## config.mk

```make
export PLATFORM = sky130hd
export DESIGN_NAME = mmc_block_dev
export DESIGN_NICKNAME = d
export VERILOG_FILES = /design/src/logic/mmc_proto_pkg.sv /design/src/logic/block_dev_pkg.sv /design/src/logic/block_dev_ifs.sv /design/src/logic/bd_request_capture.sv /design/src/logic/card_sequencer.sv /design/src/logic/block_data_path.sv /design/src/logic/mmc_block_dev.sv
export SDC_FILE = /design/constraint.sdc
export NUM_CORES = 1
export LEC_CHECK = 0
export CAP_MARGIN = 25
export CELL_PAD_IN_SITES_DETAIL_PLACEMENT = 0
export CELL_PAD_IN_SITES_GLOBAL_PLACEMENT = 1
export CORE_MARGIN = 1.5
export CORE_UTILIZATION = 50
export DETAILED_ROUTE_END_ITERATION = 8
export DONT_BUFFER_PORTS = 1
export GPL_TIMING_DRIVEN = 0
export PLACE_DENSITY_LB_ADDON = 0.1
export SLEW_MARGIN = 15
export SYNTH_ARGS = -nofsm -noshare
export SYNTH_HDL_FRONTEND = slang
export SYNTH_SLANG_ARGS = --single-unit
```

## constraint.sdc

```tcl
create_clock -name clk -period 4 [get_ports clk]
set_clock_uncertainty 0.05 [all_clocks]
set_input_delay 0.4 -clock clk [delete_from_list [all_inputs] [get_ports clk]]
set_output_delay 0.4 -clock clk [all_outputs]
set_load 0.02 [all_outputs]
```

## src/logic/mmc_proto_pkg.sv

```systemverilog
// Card protocol constants for SPI mode only. CRC is checked on CMD0 alone and sent as filler.
package mmc_proto_pkg;

   // Byte operations of the external SPI engine.
   typedef enum logic [2:0] {
      op_none = 3'd0,
      op_init = 3'd1,
      op_send = 3'd2,
      op_rd   = 3'd3,
      op_wr   = 3'd4,
      op_stop = 3'd5
   } mmc_op_e;

   // Index byte, 32-bit argument, CRC byte with stop bit.
   typedef logic [47:0] mmc_frame_t;

   localparam mmc_frame_t cmd_go_idle      = 48'h40_0000_0000_95;
   localparam mmc_frame_t cmd_send_op_cond = 48'h41_0000_0000_01;
   localparam mmc_frame_t cmd_set_blocklen = 48'h50_0000_0200_01;

   localparam logic [7:0] cmd_read_single  = 8'h51;
   localparam logic [7:0] cmd_write_single = 8'h58;
   localparam logic [7:0] frame_stop_byte  = 8'h01;

   localparam logic [7:0] r1_idle  = 8'h01;
   localparam logic [7:0] r1_ready = 8'h00;
   localparam logic [7:0] r1_none  = 8'hff;

   localparam logic [7:0] tok_data_start = 8'hfe;
   localparam logic [7:0] crc_fill       = 8'h00;
   localparam logic [2:0] dresp_accepted = 3'b010;

endpackage

```

## src/logic/block_dev_pkg.sv

```systemverilog
// Host-side geometry. Fixed at two blocks of 512 bytes per request and byte addressed cards.
package block_dev_pkg;

   // Host request codes as carried on bd_cmd.
   typedef enum logic [1:0] {
      req_reset    = 2'd0,
      req_read     = 2'd1,
      req_write    = 2'd2,
      req_reserved = 2'd3
   } bd_op_e;

   localparam int block_addr_w = 23;

   typedef logic [31:0] byte_addr_t;
   typedef logic [15:0] bd_word_t;

   localparam int words_per_block    = 256;
   localparam int blocks_per_request = 2;
   localparam int block_bytes        = 512;

endpackage

```

## src/logic/block_dev_ifs.sv

```systemverilog
// Internal buses only. No clock inside, so all timing follows the modules that drive them.
`timescale 1ns/1ps

// Request capture to card sequencer.
interface req_if;
   logic                       start_pulse;
   block_dev_pkg::bd_op_e      op;
   block_dev_pkg::byte_addr_t  byte_addr;
   logic                       next_block;

   modport source (output start_pulse, output op, output byte_addr, input next_block);
   modport sink (input start_pulse, input op, input byte_addr, output next_block);
endinterface

// Card sequencer to block data path.
interface xfer_if;
   logic                     take_host_word;
   logic                     take_low;
   logic                     take_high;
   logic [7:0]               rx_byte;
   logic                     clear_words;
   logic                     step_word;
   logic                     step_block;
   logic                     clear_blocks;
   block_dev_pkg::bd_word_t  held_word;
   block_dev_pkg::bd_word_t  rx_word;
   logic                     last_word;
   logic                     last_block;

   modport control (
      output take_host_word, take_low, take_high, rx_byte,
      output clear_words, step_word, step_block, clear_blocks,
      input  held_word, rx_word, last_word, last_block
   );
   modport data (
      input  take_host_word, take_low, take_high, rx_byte,
      input  clear_words, step_word, step_block, clear_blocks,
      output held_word, rx_word, last_word, last_block
   );
endinterface

```

## src/logic/bd_request_capture.sv

```systemverilog
// Latches one request per start strobe. bd_addr bit 23 is ignored, so addresses wrap at 4 GB.
`timescale 1ns/1ps

module bd_request_capture (
   input  logic        clk,
   input  logic        reset,
   input  logic        bd_start,
   input  logic [1:0]  bd_cmd,
   input  logic [23:0] bd_addr,
   req_if.source       req
);

   always_ff @(posedge clk)
   begin
      if (reset)
      begin
         req.start_pulse <= 1'b0;
         req.op          <= block_dev_pkg::req_reset;
         req.byte_addr   <= '0;
      end
      else
      begin
         req.start_pulse <= bd_start;
         if (bd_start)
         begin
            req.op        <= block_dev_pkg::bd_op_e'(bd_cmd);
            // Block number to byte address.
            req.byte_addr <= block_dev_pkg::byte_addr_t'(bd_addr[block_dev_pkg::block_addr_w-1:0])
                             * block_dev_pkg::byte_addr_t'(block_dev_pkg::block_bytes);
         end
         else if (req.next_block)
         begin
            req.byte_addr <= req.byte_addr
                             + block_dev_pkg::byte_addr_t'(block_dev_pkg::block_bytes);
         end
      end
   end

endmodule

```

## src/logic/card_sequencer.sv

```systemverilog
// One request at a time. A card that never answers hangs the FSM, since there is no timeout.
`timescale 1ns/1ps

module card_sequencer (
   input  logic                      clk,
   input  logic                      reset,
   req_if.sink                       req,
   xfer_if.control                   xfer,
   input  logic [7:0]                mmc_out,
   input  logic                      mmc_done,
   output logic                      mmc_init,
   output logic                      mmc_send,
   output logic                      mmc_rd,
   output logic                      mmc_wr,
   output logic                      mmc_stop,
   output mmc_proto_pkg::mmc_frame_t mmc_cmd,
   output logic [7:0]                mmc_in,
   output logic                      bd_bsy,
   output logic                      bd_rdy,
   output logic                      bd_iordy,
   output logic                      bd_err,
   input  logic                      bd_rd,
   input  logic                      bd_wr
);

   typedef enum logic [4:0] {
      st_idle, st_init, st_cmd0, st_cmd0_r1, st_cmd0_stop,
      st_cmd1, st_cmd1_r1, st_cmd1_stop, st_cmd1_retry,
      st_cmd16, st_cmd16_r1, st_cmd16_stop,
      st_blk_cmd, st_blk_r1,
      st_rd_token, st_rd_low, st_rd_high, st_rd_host, st_rd_crc0, st_rd_crc1,
      st_wr_token, st_wr_host, st_wr_low, st_wr_high, st_wr_ack,
      st_wr_crc0, st_wr_crc1, st_wr_dresp, st_wr_busy,
      st_blk_stop, st_blk_next, st_abort
   } state_e;

   state_e                  state;
   state_e                  state_next;
   mmc_proto_pkg::mmc_op_e  op;
   logic                    wait_high;
   logic                    op_fin;
   logic                    inited;
   logic                    err;
   logic                    set_err;
   logic                    set_inited;
   logic                    is_write;

   assign is_write = (req.op == block_dev_pkg::req_write);

   // Byte operation and its operand for each state.
   always_comb
   begin
      op = mmc_proto_pkg::op_none;
      mmc_cmd = '0;
      mmc_in = mmc_proto_pkg::crc_fill;
      case (state)
         st_init:
            op = mmc_proto_pkg::op_init;
         st_cmd0:
         begin
            op = mmc_proto_pkg::op_send;
            mmc_cmd = mmc_proto_pkg::cmd_go_idle;
         end
         st_cmd1:
         begin
            op = mmc_proto_pkg::op_send;
            mmc_cmd = mmc_proto_pkg::cmd_send_op_cond;
         end
         st_cmd16:
         begin
            op = mmc_proto_pkg::op_send;
            mmc_cmd = mmc_proto_pkg::cmd_set_blocklen;
         end
         st_blk_cmd:
         begin
            op = mmc_proto_pkg::op_send;
            mmc_cmd = {is_write ? mmc_proto_pkg::cmd_write_single
                                : mmc_proto_pkg::cmd_read_single,
                       req.byte_addr, mmc_proto_pkg::frame_stop_byte};
         end
         st_cmd0_r1, st_cmd1_r1, st_cmd16_r1, st_blk_r1, st_rd_token, st_rd_low,
         st_rd_high, st_rd_crc0, st_rd_crc1, st_wr_dresp, st_wr_busy:
            op = mmc_proto_pkg::op_rd;
         st_wr_token:
         begin
            op = mmc_proto_pkg::op_wr;
            mmc_in = mmc_proto_pkg::tok_data_start;
         end
         st_wr_low:
         begin
            op = mmc_proto_pkg::op_wr;
            mmc_in = xfer.held_word[7:0];
         end
         st_wr_high:
         begin
            op = mmc_proto_pkg::op_wr;
            mmc_in = xfer.held_word[15:8];
         end
         st_wr_crc0, st_wr_crc1:
            op = mmc_proto_pkg::op_wr;
         st_cmd0_stop, st_cmd1_stop, st_cmd1_retry, st_cmd16_stop, st_blk_stop, st_abort:
            op = mmc_proto_pkg::op_stop;
         default:
            op = mmc_proto_pkg::op_none;
      endcase
   end

   // Strobe held until done drops, then wait for done to rise again.
   assign mmc_init = !wait_high && (op == mmc_proto_pkg::op_init);
   assign mmc_send = !wait_high && (op == mmc_proto_pkg::op_send);
   assign mmc_rd   = !wait_high && (op == mmc_proto_pkg::op_rd);
   assign mmc_wr   = !wait_high && (op == mmc_proto_pkg::op_wr);
   assign mmc_stop = !wait_high && (op == mmc_proto_pkg::op_stop);
   assign op_fin   = wait_high && mmc_done;

   assign bd_bsy   = (state != st_idle);
   assign bd_rdy   = (state == st_idle) || (state == st_wr_host) || (state == st_rd_low)
                     || (state == st_rd_high) || (state == st_rd_host);
   assign bd_iordy = (state == st_rd_host) || (state == st_wr_ack);
   assign bd_err   = err;
   assign xfer.rx_byte = mmc_out;

   always_comb
   begin
      state_next = state;
      set_err = 1'b0;
      set_inited = 1'b0;
      req.next_block = 1'b0;
      xfer.take_host_word = 1'b0;
      xfer.take_low = 1'b0;
      xfer.take_high = 1'b0;
      xfer.clear_words = 1'b0;
      xfer.step_word = 1'b0;
      xfer.step_block = 1'b0;
      xfer.clear_blocks = 1'b0;
      case (state)
         st_idle:
            if (req.start_pulse)
            begin
               xfer.clear_blocks = 1'b1;
               case (req.op)
                  block_dev_pkg::req_reset:
                     state_next = st_init;
                  block_dev_pkg::req_read, block_dev_pkg::req_write:
                     state_next = inited ? st_blk_cmd : st_init;
                  default:
                     state_next = st_idle;
               endcase
            end
         st_init:
            if (op_fin) state_next = st_cmd0;
         st_cmd0:
            if (op_fin) state_next = st_cmd0_r1;
         st_cmd0_r1:
            if (op_fin)
            begin
               if (mmc_out == mmc_proto_pkg::r1_idle)
                  state_next = st_cmd0_stop;
               else if (!mmc_out[7])
                  state_next = st_init;
               else
                  state_next = st_cmd0_r1;
            end
         st_cmd0_stop:
            if (op_fin) state_next = st_cmd1;
         st_cmd1:
            if (op_fin) state_next = st_cmd1_r1;
         st_cmd1_r1:
            if (op_fin)
            begin
               if (mmc_out == mmc_proto_pkg::r1_ready)
                  state_next = st_cmd1_stop;
               else if (mmc_out != mmc_proto_pkg::r1_none)
                  state_next = st_cmd1_retry;
            end
         st_cmd1_retry:
            if (op_fin) state_next = st_cmd1;
         st_cmd1_stop:
            if (op_fin) state_next = st_cmd16;
         st_cmd16:
            if (op_fin) state_next = st_cmd16_r1;
         st_cmd16_r1:
            if (op_fin && mmc_out == mmc_proto_pkg::r1_ready) state_next = st_cmd16_stop;
         st_cmd16_stop:
            if (op_fin)
            begin
               set_inited = 1'b1;
               state_next = (req.op == block_dev_pkg::req_reset) ? st_idle : st_blk_cmd;
            end
         st_blk_cmd:
            if (op_fin) state_next = st_blk_r1;
         st_blk_r1:
            if (op_fin)
            begin
               if (mmc_out == mmc_proto_pkg::r1_ready)
               begin
                  xfer.clear_words = 1'b1;
                  state_next = is_write ? st_wr_token : st_rd_token;
               end
               else if (mmc_out != mmc_proto_pkg::r1_none)
               begin
                  set_err = 1'b1;
                  state_next = st_abort;
               end
            end
         st_rd_token:
            if (op_fin)
            begin
               if (mmc_out == mmc_proto_pkg::tok_data_start)
                  state_next = st_rd_low;
               else if (mmc_out != mmc_proto_pkg::r1_none)
               begin
                  // Data error token.
                  set_err = 1'b1;
                  state_next = st_abort;
               end
            end
         st_rd_low:
            if (op_fin)
            begin
               xfer.take_low = 1'b1;
               state_next = st_rd_high;
            end
         st_rd_high:
            if (op_fin)
            begin
               xfer.take_high = 1'b1;
               state_next = st_rd_host;
            end
         st_rd_host:
            if (bd_rd)
            begin
               xfer.step_word = 1'b1;
               state_next = xfer.last_word ? st_rd_crc0 : st_rd_low;
            end
         st_rd_crc0:
            if (op_fin) state_next = st_rd_crc1;
         st_rd_crc1:
            if (op_fin) state_next = st_blk_stop;
         st_wr_token:
            if (op_fin) state_next = st_wr_host;
         st_wr_host:
            if (bd_wr)
            begin
               xfer.take_host_word = 1'b1;
               state_next = st_wr_low;
            end
         st_wr_low:
            if (op_fin) state_next = st_wr_high;
         st_wr_high:
            if (op_fin) state_next = st_wr_ack;
         st_wr_ack:
            if (!bd_wr)
            begin
               xfer.step_word = 1'b1;
               state_next = xfer.last_word ? st_wr_crc0 : st_wr_host;
            end
         st_wr_crc0:
            if (op_fin) state_next = st_wr_crc1;
         st_wr_crc1:
            if (op_fin) state_next = st_wr_dresp;
         st_wr_dresp:
            if (op_fin)
            begin
               // Only a well formed response is judged.
               if (!mmc_out[4] && mmc_out[0] && mmc_out[3:1] != mmc_proto_pkg::dresp_accepted)
                  set_err = 1'b1;
               state_next = st_wr_busy;
            end
         st_wr_busy:
            if (op_fin && mmc_out != 8'h00) state_next = st_blk_stop;
         st_blk_stop:
            if (op_fin) state_next = st_blk_next;
         st_blk_next:
         begin
            xfer.step_block = 1'b1;
            req.next_block = 1'b1;
            state_next = xfer.last_block ? st_idle : st_blk_cmd;
         end
         st_abort:
            if (op_fin) state_next = st_idle;
         default:
            state_next = st_idle;
      endcase
   end

   always_ff @(posedge clk)
   begin
      if (reset)
      begin
         state <= st_idle;
         wait_high <= 1'b0;
         inited <= 1'b0;
         err <= 1'b0;
      end
      else
      begin
         state <= state_next;
         if (op != mmc_proto_pkg::op_none && !wait_high && !mmc_done)
            wait_high <= 1'b1;
         else if (op_fin)
            wait_high <= 1'b0;
         if (set_inited)
            inited <= 1'b1;
         // Error stays visible until the next request.
         if (req.start_pulse)
            err <= 1'b0;
         else if (set_err)
            err <= 1'b1;
      end
   end

endmodule

```

## src/logic/block_data_path.sv

```systemverilog
// Word counter wraps after the last word. Read data holds its value until the next card byte.
`timescale 1ns/1ps

module block_data_path (
   input  logic        clk,
   input  logic        reset,
   input  logic [15:0] bd_data_in,
   xfer_if.data        xfer,
   output logic [15:0] bd_data_out
);

   localparam int word_cnt_w  = $clog2(block_dev_pkg::words_per_block);
   localparam int block_cnt_w = $clog2(block_dev_pkg::blocks_per_request);

   logic [word_cnt_w-1:0]  word_cnt;
   logic [block_cnt_w-1:0] block_cnt;

   // Host word for the card, and card bytes for the host.
   always_ff @(posedge clk)
   begin
      if (xfer.take_host_word)
         xfer.held_word <= bd_data_in;
      if (xfer.take_low)
         xfer.rx_word[7:0] <= xfer.rx_byte;
      if (xfer.take_high)
         xfer.rx_word[15:8] <= xfer.rx_byte;
   end

   always_ff @(posedge clk)
   begin
      if (reset)
      begin
         word_cnt <= '0;
         block_cnt <= '0;
      end
      else
      begin
         if (xfer.clear_words)
            word_cnt <= '0;
         else if (xfer.step_word)
            word_cnt <= word_cnt + 1'b1;
         if (xfer.clear_blocks)
            block_cnt <= '0;
         else if (xfer.step_block)
            block_cnt <= block_cnt + 1'b1;
      end
   end

   assign xfer.last_word  = (word_cnt == word_cnt_w'(block_dev_pkg::words_per_block - 1));
   assign xfer.last_block = (block_cnt == block_cnt_w'(block_dev_pkg::blocks_per_request - 1));
   assign bd_data_out = xfer.rx_word;

endmodule

```

## src/logic/mmc_block_dev.sv

```systemverilog
// SPI byte engine sits outside. Each engine operation must end with mmc_done rising again.
`timescale 1ns/1ps

module mmc_block_dev (
   input  logic        clk,
   input  logic        reset,
   input  logic [1:0]  bd_cmd,
   input  logic        bd_start,
   input  logic [23:0] bd_addr,
   input  logic [15:0] bd_data_in,
   input  logic        bd_rd,
   input  logic        bd_wr,
   output logic        bd_bsy,
   output logic        bd_rdy,
   output logic        bd_err,
   output logic        bd_iordy,
   output logic [15:0] bd_data_out,
   output logic        mmc_init,
   output logic        mmc_send,
   output logic        mmc_rd,
   output logic        mmc_wr,
   output logic        mmc_stop,
   output logic [47:0] mmc_cmd,
   output logic [7:0]  mmc_in,
   input  logic [7:0]  mmc_out,
   input  logic        mmc_done
);

   req_if  req_bus ();
   xfer_if xfer_bus ();

   bd_request_capture u_capture (
      .clk      (clk),
      .reset    (reset),
      .bd_start (bd_start),
      .bd_cmd   (bd_cmd),
      .bd_addr  (bd_addr),
      .req      (req_bus.source)
   );

   card_sequencer u_sequencer (
      .clk      (clk),
      .reset    (reset),
      .req      (req_bus.sink),
      .xfer     (xfer_bus.control),
      .mmc_out  (mmc_out),
      .mmc_done (mmc_done),
      .mmc_init (mmc_init),
      .mmc_send (mmc_send),
      .mmc_rd   (mmc_rd),
      .mmc_wr   (mmc_wr),
      .mmc_stop (mmc_stop),
      .mmc_cmd  (mmc_cmd),
      .mmc_in   (mmc_in),
      .bd_bsy   (bd_bsy),
      .bd_rdy   (bd_rdy),
      .bd_iordy (bd_iordy),
      .bd_err   (bd_err),
      .bd_rd    (bd_rd),
      .bd_wr    (bd_wr)
   );

   block_data_path u_data_path (
      .clk         (clk),
      .reset       (reset),
      .bd_data_in  (bd_data_in),
      .xfer        (xfer_bus.data),
      .bd_data_out (bd_data_out)
   );

endmodule

```

==> run_results.csv <==
group,metric,value,unit
clock_tree,cts_tree,"yes",
cells_and_area,finish.utilization,55.7,%
yosys,yosys.area.top_type_share,20.6,%
global_route,grt_pass1_wl,20300,µm
clock_tree,numCtsBuffers,9,
drt,wire_per_inst,18.9,µm
critical_path,crit_type,"reg2out",
yosys,synthFlopType,"dfxtp_1",
placed_design,gp_congestion,0.968,
clock_tree,clkSinkCount,75,
yosys,yosysTopAreaCell,"edfxtp_1",
yosys,synth_edf_count,32,
clock_tree,cts_setup_buffers,0,
timing,finalSetupViolCount,0,
drt,first_pass_iters,7,
drt,drt-total-wl,13000,µm
yosys,ys_async_sr_fraction,0,%
cells_and_area,layout_common_cells,"nor2_1, dfxtp_1, nand2_1",
timing,hold_viol_final,0,
yosys,yosys_register_bits,75,
clock_tree,h-tree-depth,3,
clock_tree,clk_pin_slew,80,ps
timing,rsz0062_at_grt,"false",
critical_path,arrival,2790,ps
placed_design,placed_area,4870,µm²
cells_and_area,drive_gt1_share,11.3,%
timing,slew_viol_final,0,
die,fp.dieH,99.5,µm
yosys,synthesis.area,4660,µm²
power,power,2550,µW
run,drv_cap,0,
drt,drtIter0Drc,323,
timing,tightest_slew,853,ps
die,row_count,35,
timing,slew_headroom,43.0,%
yosys,yosys_warnings,0,
drt,drc,0,
global_route,grt_pass1_vias,3811,
placed_design,place_hpwl,9790,µm
cells_and_area,area_growth,9.43,%
clock_tree,cts-root-buf,"clkbuf_8",
cells_and_area,diodes,0,
die,start_util,50.9,%
worst_hold_path,hold_class,"in2reg",
outcome,status,"complete, no violations",
global_route,grt.overflow.total,0,
yosys,syn_avg_cell_area,8.59,µm²
critical_path,end_kind,"output pin",
global_route,grtUsageTotal,26.5,%
yosys,synth_area_leaders,"edfxtp_1, dfxtp_1, and2_1",
clock_tree,cts_resized,0,
critical_path,cp_max_fo,10,
cells_and_area,final_common_cell,"nor2_1",
power,p_per_area,500,nW/µm²
clock_tree,holdBufCountCts,0,
global_route,antenna_found_initial,0,
timing,fmax,309,MHz
clock_tree,insertion_delay,360,ps
die,coreArea,9150,µm²
timing,worst_hold_slack,67.3,ps
cells_and_area,design_area,5100,µm²
yosys,yosysSeqAreaShare,39.1,%
timing,fin_setup_tns,0,ps
critical_path,worstPathRequired,3550,ps
cells_and_area,final_nets,633,
clock_tree,cts_buffer_depth,2,
timing,period_minus_slack,3240,ps
drt,route.vias.total,4097,
global_route,grt_max_degree,14,
power,p_leak,0.00187,µW
placed_design,portBuffers,0,
die,die-area,9900,µm²
power,irDropWorstVdd,284,µV
die,die_w,99.5,µm
drt,vias_per_cell,5.95,
die,ioPinCount,137,
drt,drtAntennaViolNets,0,
yosys,synth_cell_type_count,67,
yosys,synthCells,542,
critical_path,startpoint_type,"flip-flop",
timing,fin_crit_sh,81.0,%
-- power breakdown --
group / internal [µW] / total, µW / switching, µW
Combinational: 332 / 1040 / 709
Sequential: 835 / 873 / 37.3
Clock: 348 / 637 / 289
Total: 1520 / 2550 / 1030
-- registers in the layout, indices dropped and copies added, names as in the netlist --
name and flops:
u_capture.req.start_pulse 1, u_capture.req.byte_addr 23, u_data_path.word_cnt 8, u_sequencer.inited 1, u_data_path.xfer.held_word 16, u_sequencer.state 5, u_sequencer.wait_high 1, u_data_path.xfer.last_block 1
u_capture.req.op 2, u_sequencer.bd_err 1, u_data_path.bd_data_out 16
-- routing by layer --
layer | vias up | wire [µm] | global-route usage, %
met5 | - | 0 | 0
met4 | 0 | 367 | 11.1
met3 | 34 | 931 | 5.76
met2 | 194 | 5920 | 41.3
met1 | 1917 | 5760 | 35.8
li1 | 1952 | - | -
-- cell type report --
class	count	area, µm²
fillers	905	4060
multi-input cells	415	2520
flip-flops and latches	75	1820
plain buffers	55	333
well taps	111	139
clock buffers	9	124
clock inverters	7	92.6
inverters	13	48.8
repair buffers	3	17.5
-- synth_stat cells (8+ instances only) --
| library cell | instances |
|---|---|
| nor3_1 | 18 |
| and2_1 | 34 |
| a21oi_1 | 27 |
| nor2b_1 | 10 |
| xnor2_1 | 15 |
| a211oi_1 | 12 |
| edfxtp_1 | 32 |
| nand4_1 | 14 |
| clkbuf_1 | 18 |
| nand3_1 | 21 |
| o21ai_0 | 26 |
| nor2_1 | 56 |
| and3_1 | 14 |
| inv_1 | 13 |
| buf_4 | 21 |
| mux2i_1 | 8 |
| nand2_1 | 40 |
| xor2_1 | 15 |
| nand2b_1 | 8 |
| dfxtp_1 | 43 |
-- per-stage QoR --
stage | setup WS, ps | cells
floorplan | 1590 | 558
global placement | 868 | 669
detailed placement | 1190 | 671
CTS | 783 | 687
global route | 515 | 688
finish | 759 | 688
-- worst paths after layout --
check | start | to | slack, ps | cells after the start
hold / removal | mmc_done | u_sequencer.wait_high$_SDFFE_PP0P_ | 70 | 1
setup / recovery | u_sequencer.state[2]$_SDFFE_PP0P_ | mmc_cmd[46] | 760 | 8
hold reg to reg | u_data_path.word_cnt[5]$_SDFFE_PP0P_ | u_data_path.word_cnt[5]$_SDFFE_PP0P_ | 440 | 2
setup reg to reg | u_sequencer.state[2]$_SDFFE_PP0P_ | u_data_path.xfer.held_word[8]$_DFFE_PP_ | 1230 | 6
-- cells by family after synthesis --
family,count (synthesis),synth area share (%)
flip-flops,75,39.1
AND/OR/NAND/NOR,254,29.6
other,1,0.0805
buffers and inverters,68,8.19
AO/OA/AOI/OAI,101,14.3
adder cells (fa/ha/maj),5,1.34
XOR/XNOR,30,5.64
multiplexers,8,1.72
-- critical path: stages (launching register included) --
cell	delay, ps
dfxtp_1	440
buf_6	160
clkbuf_1	340
nor2b_1	420
nor2_1	130
a211oi_1	240
a21oi_1	80
nor2_1	380
buf_4	230
Power figures use the tool's default switching activity.
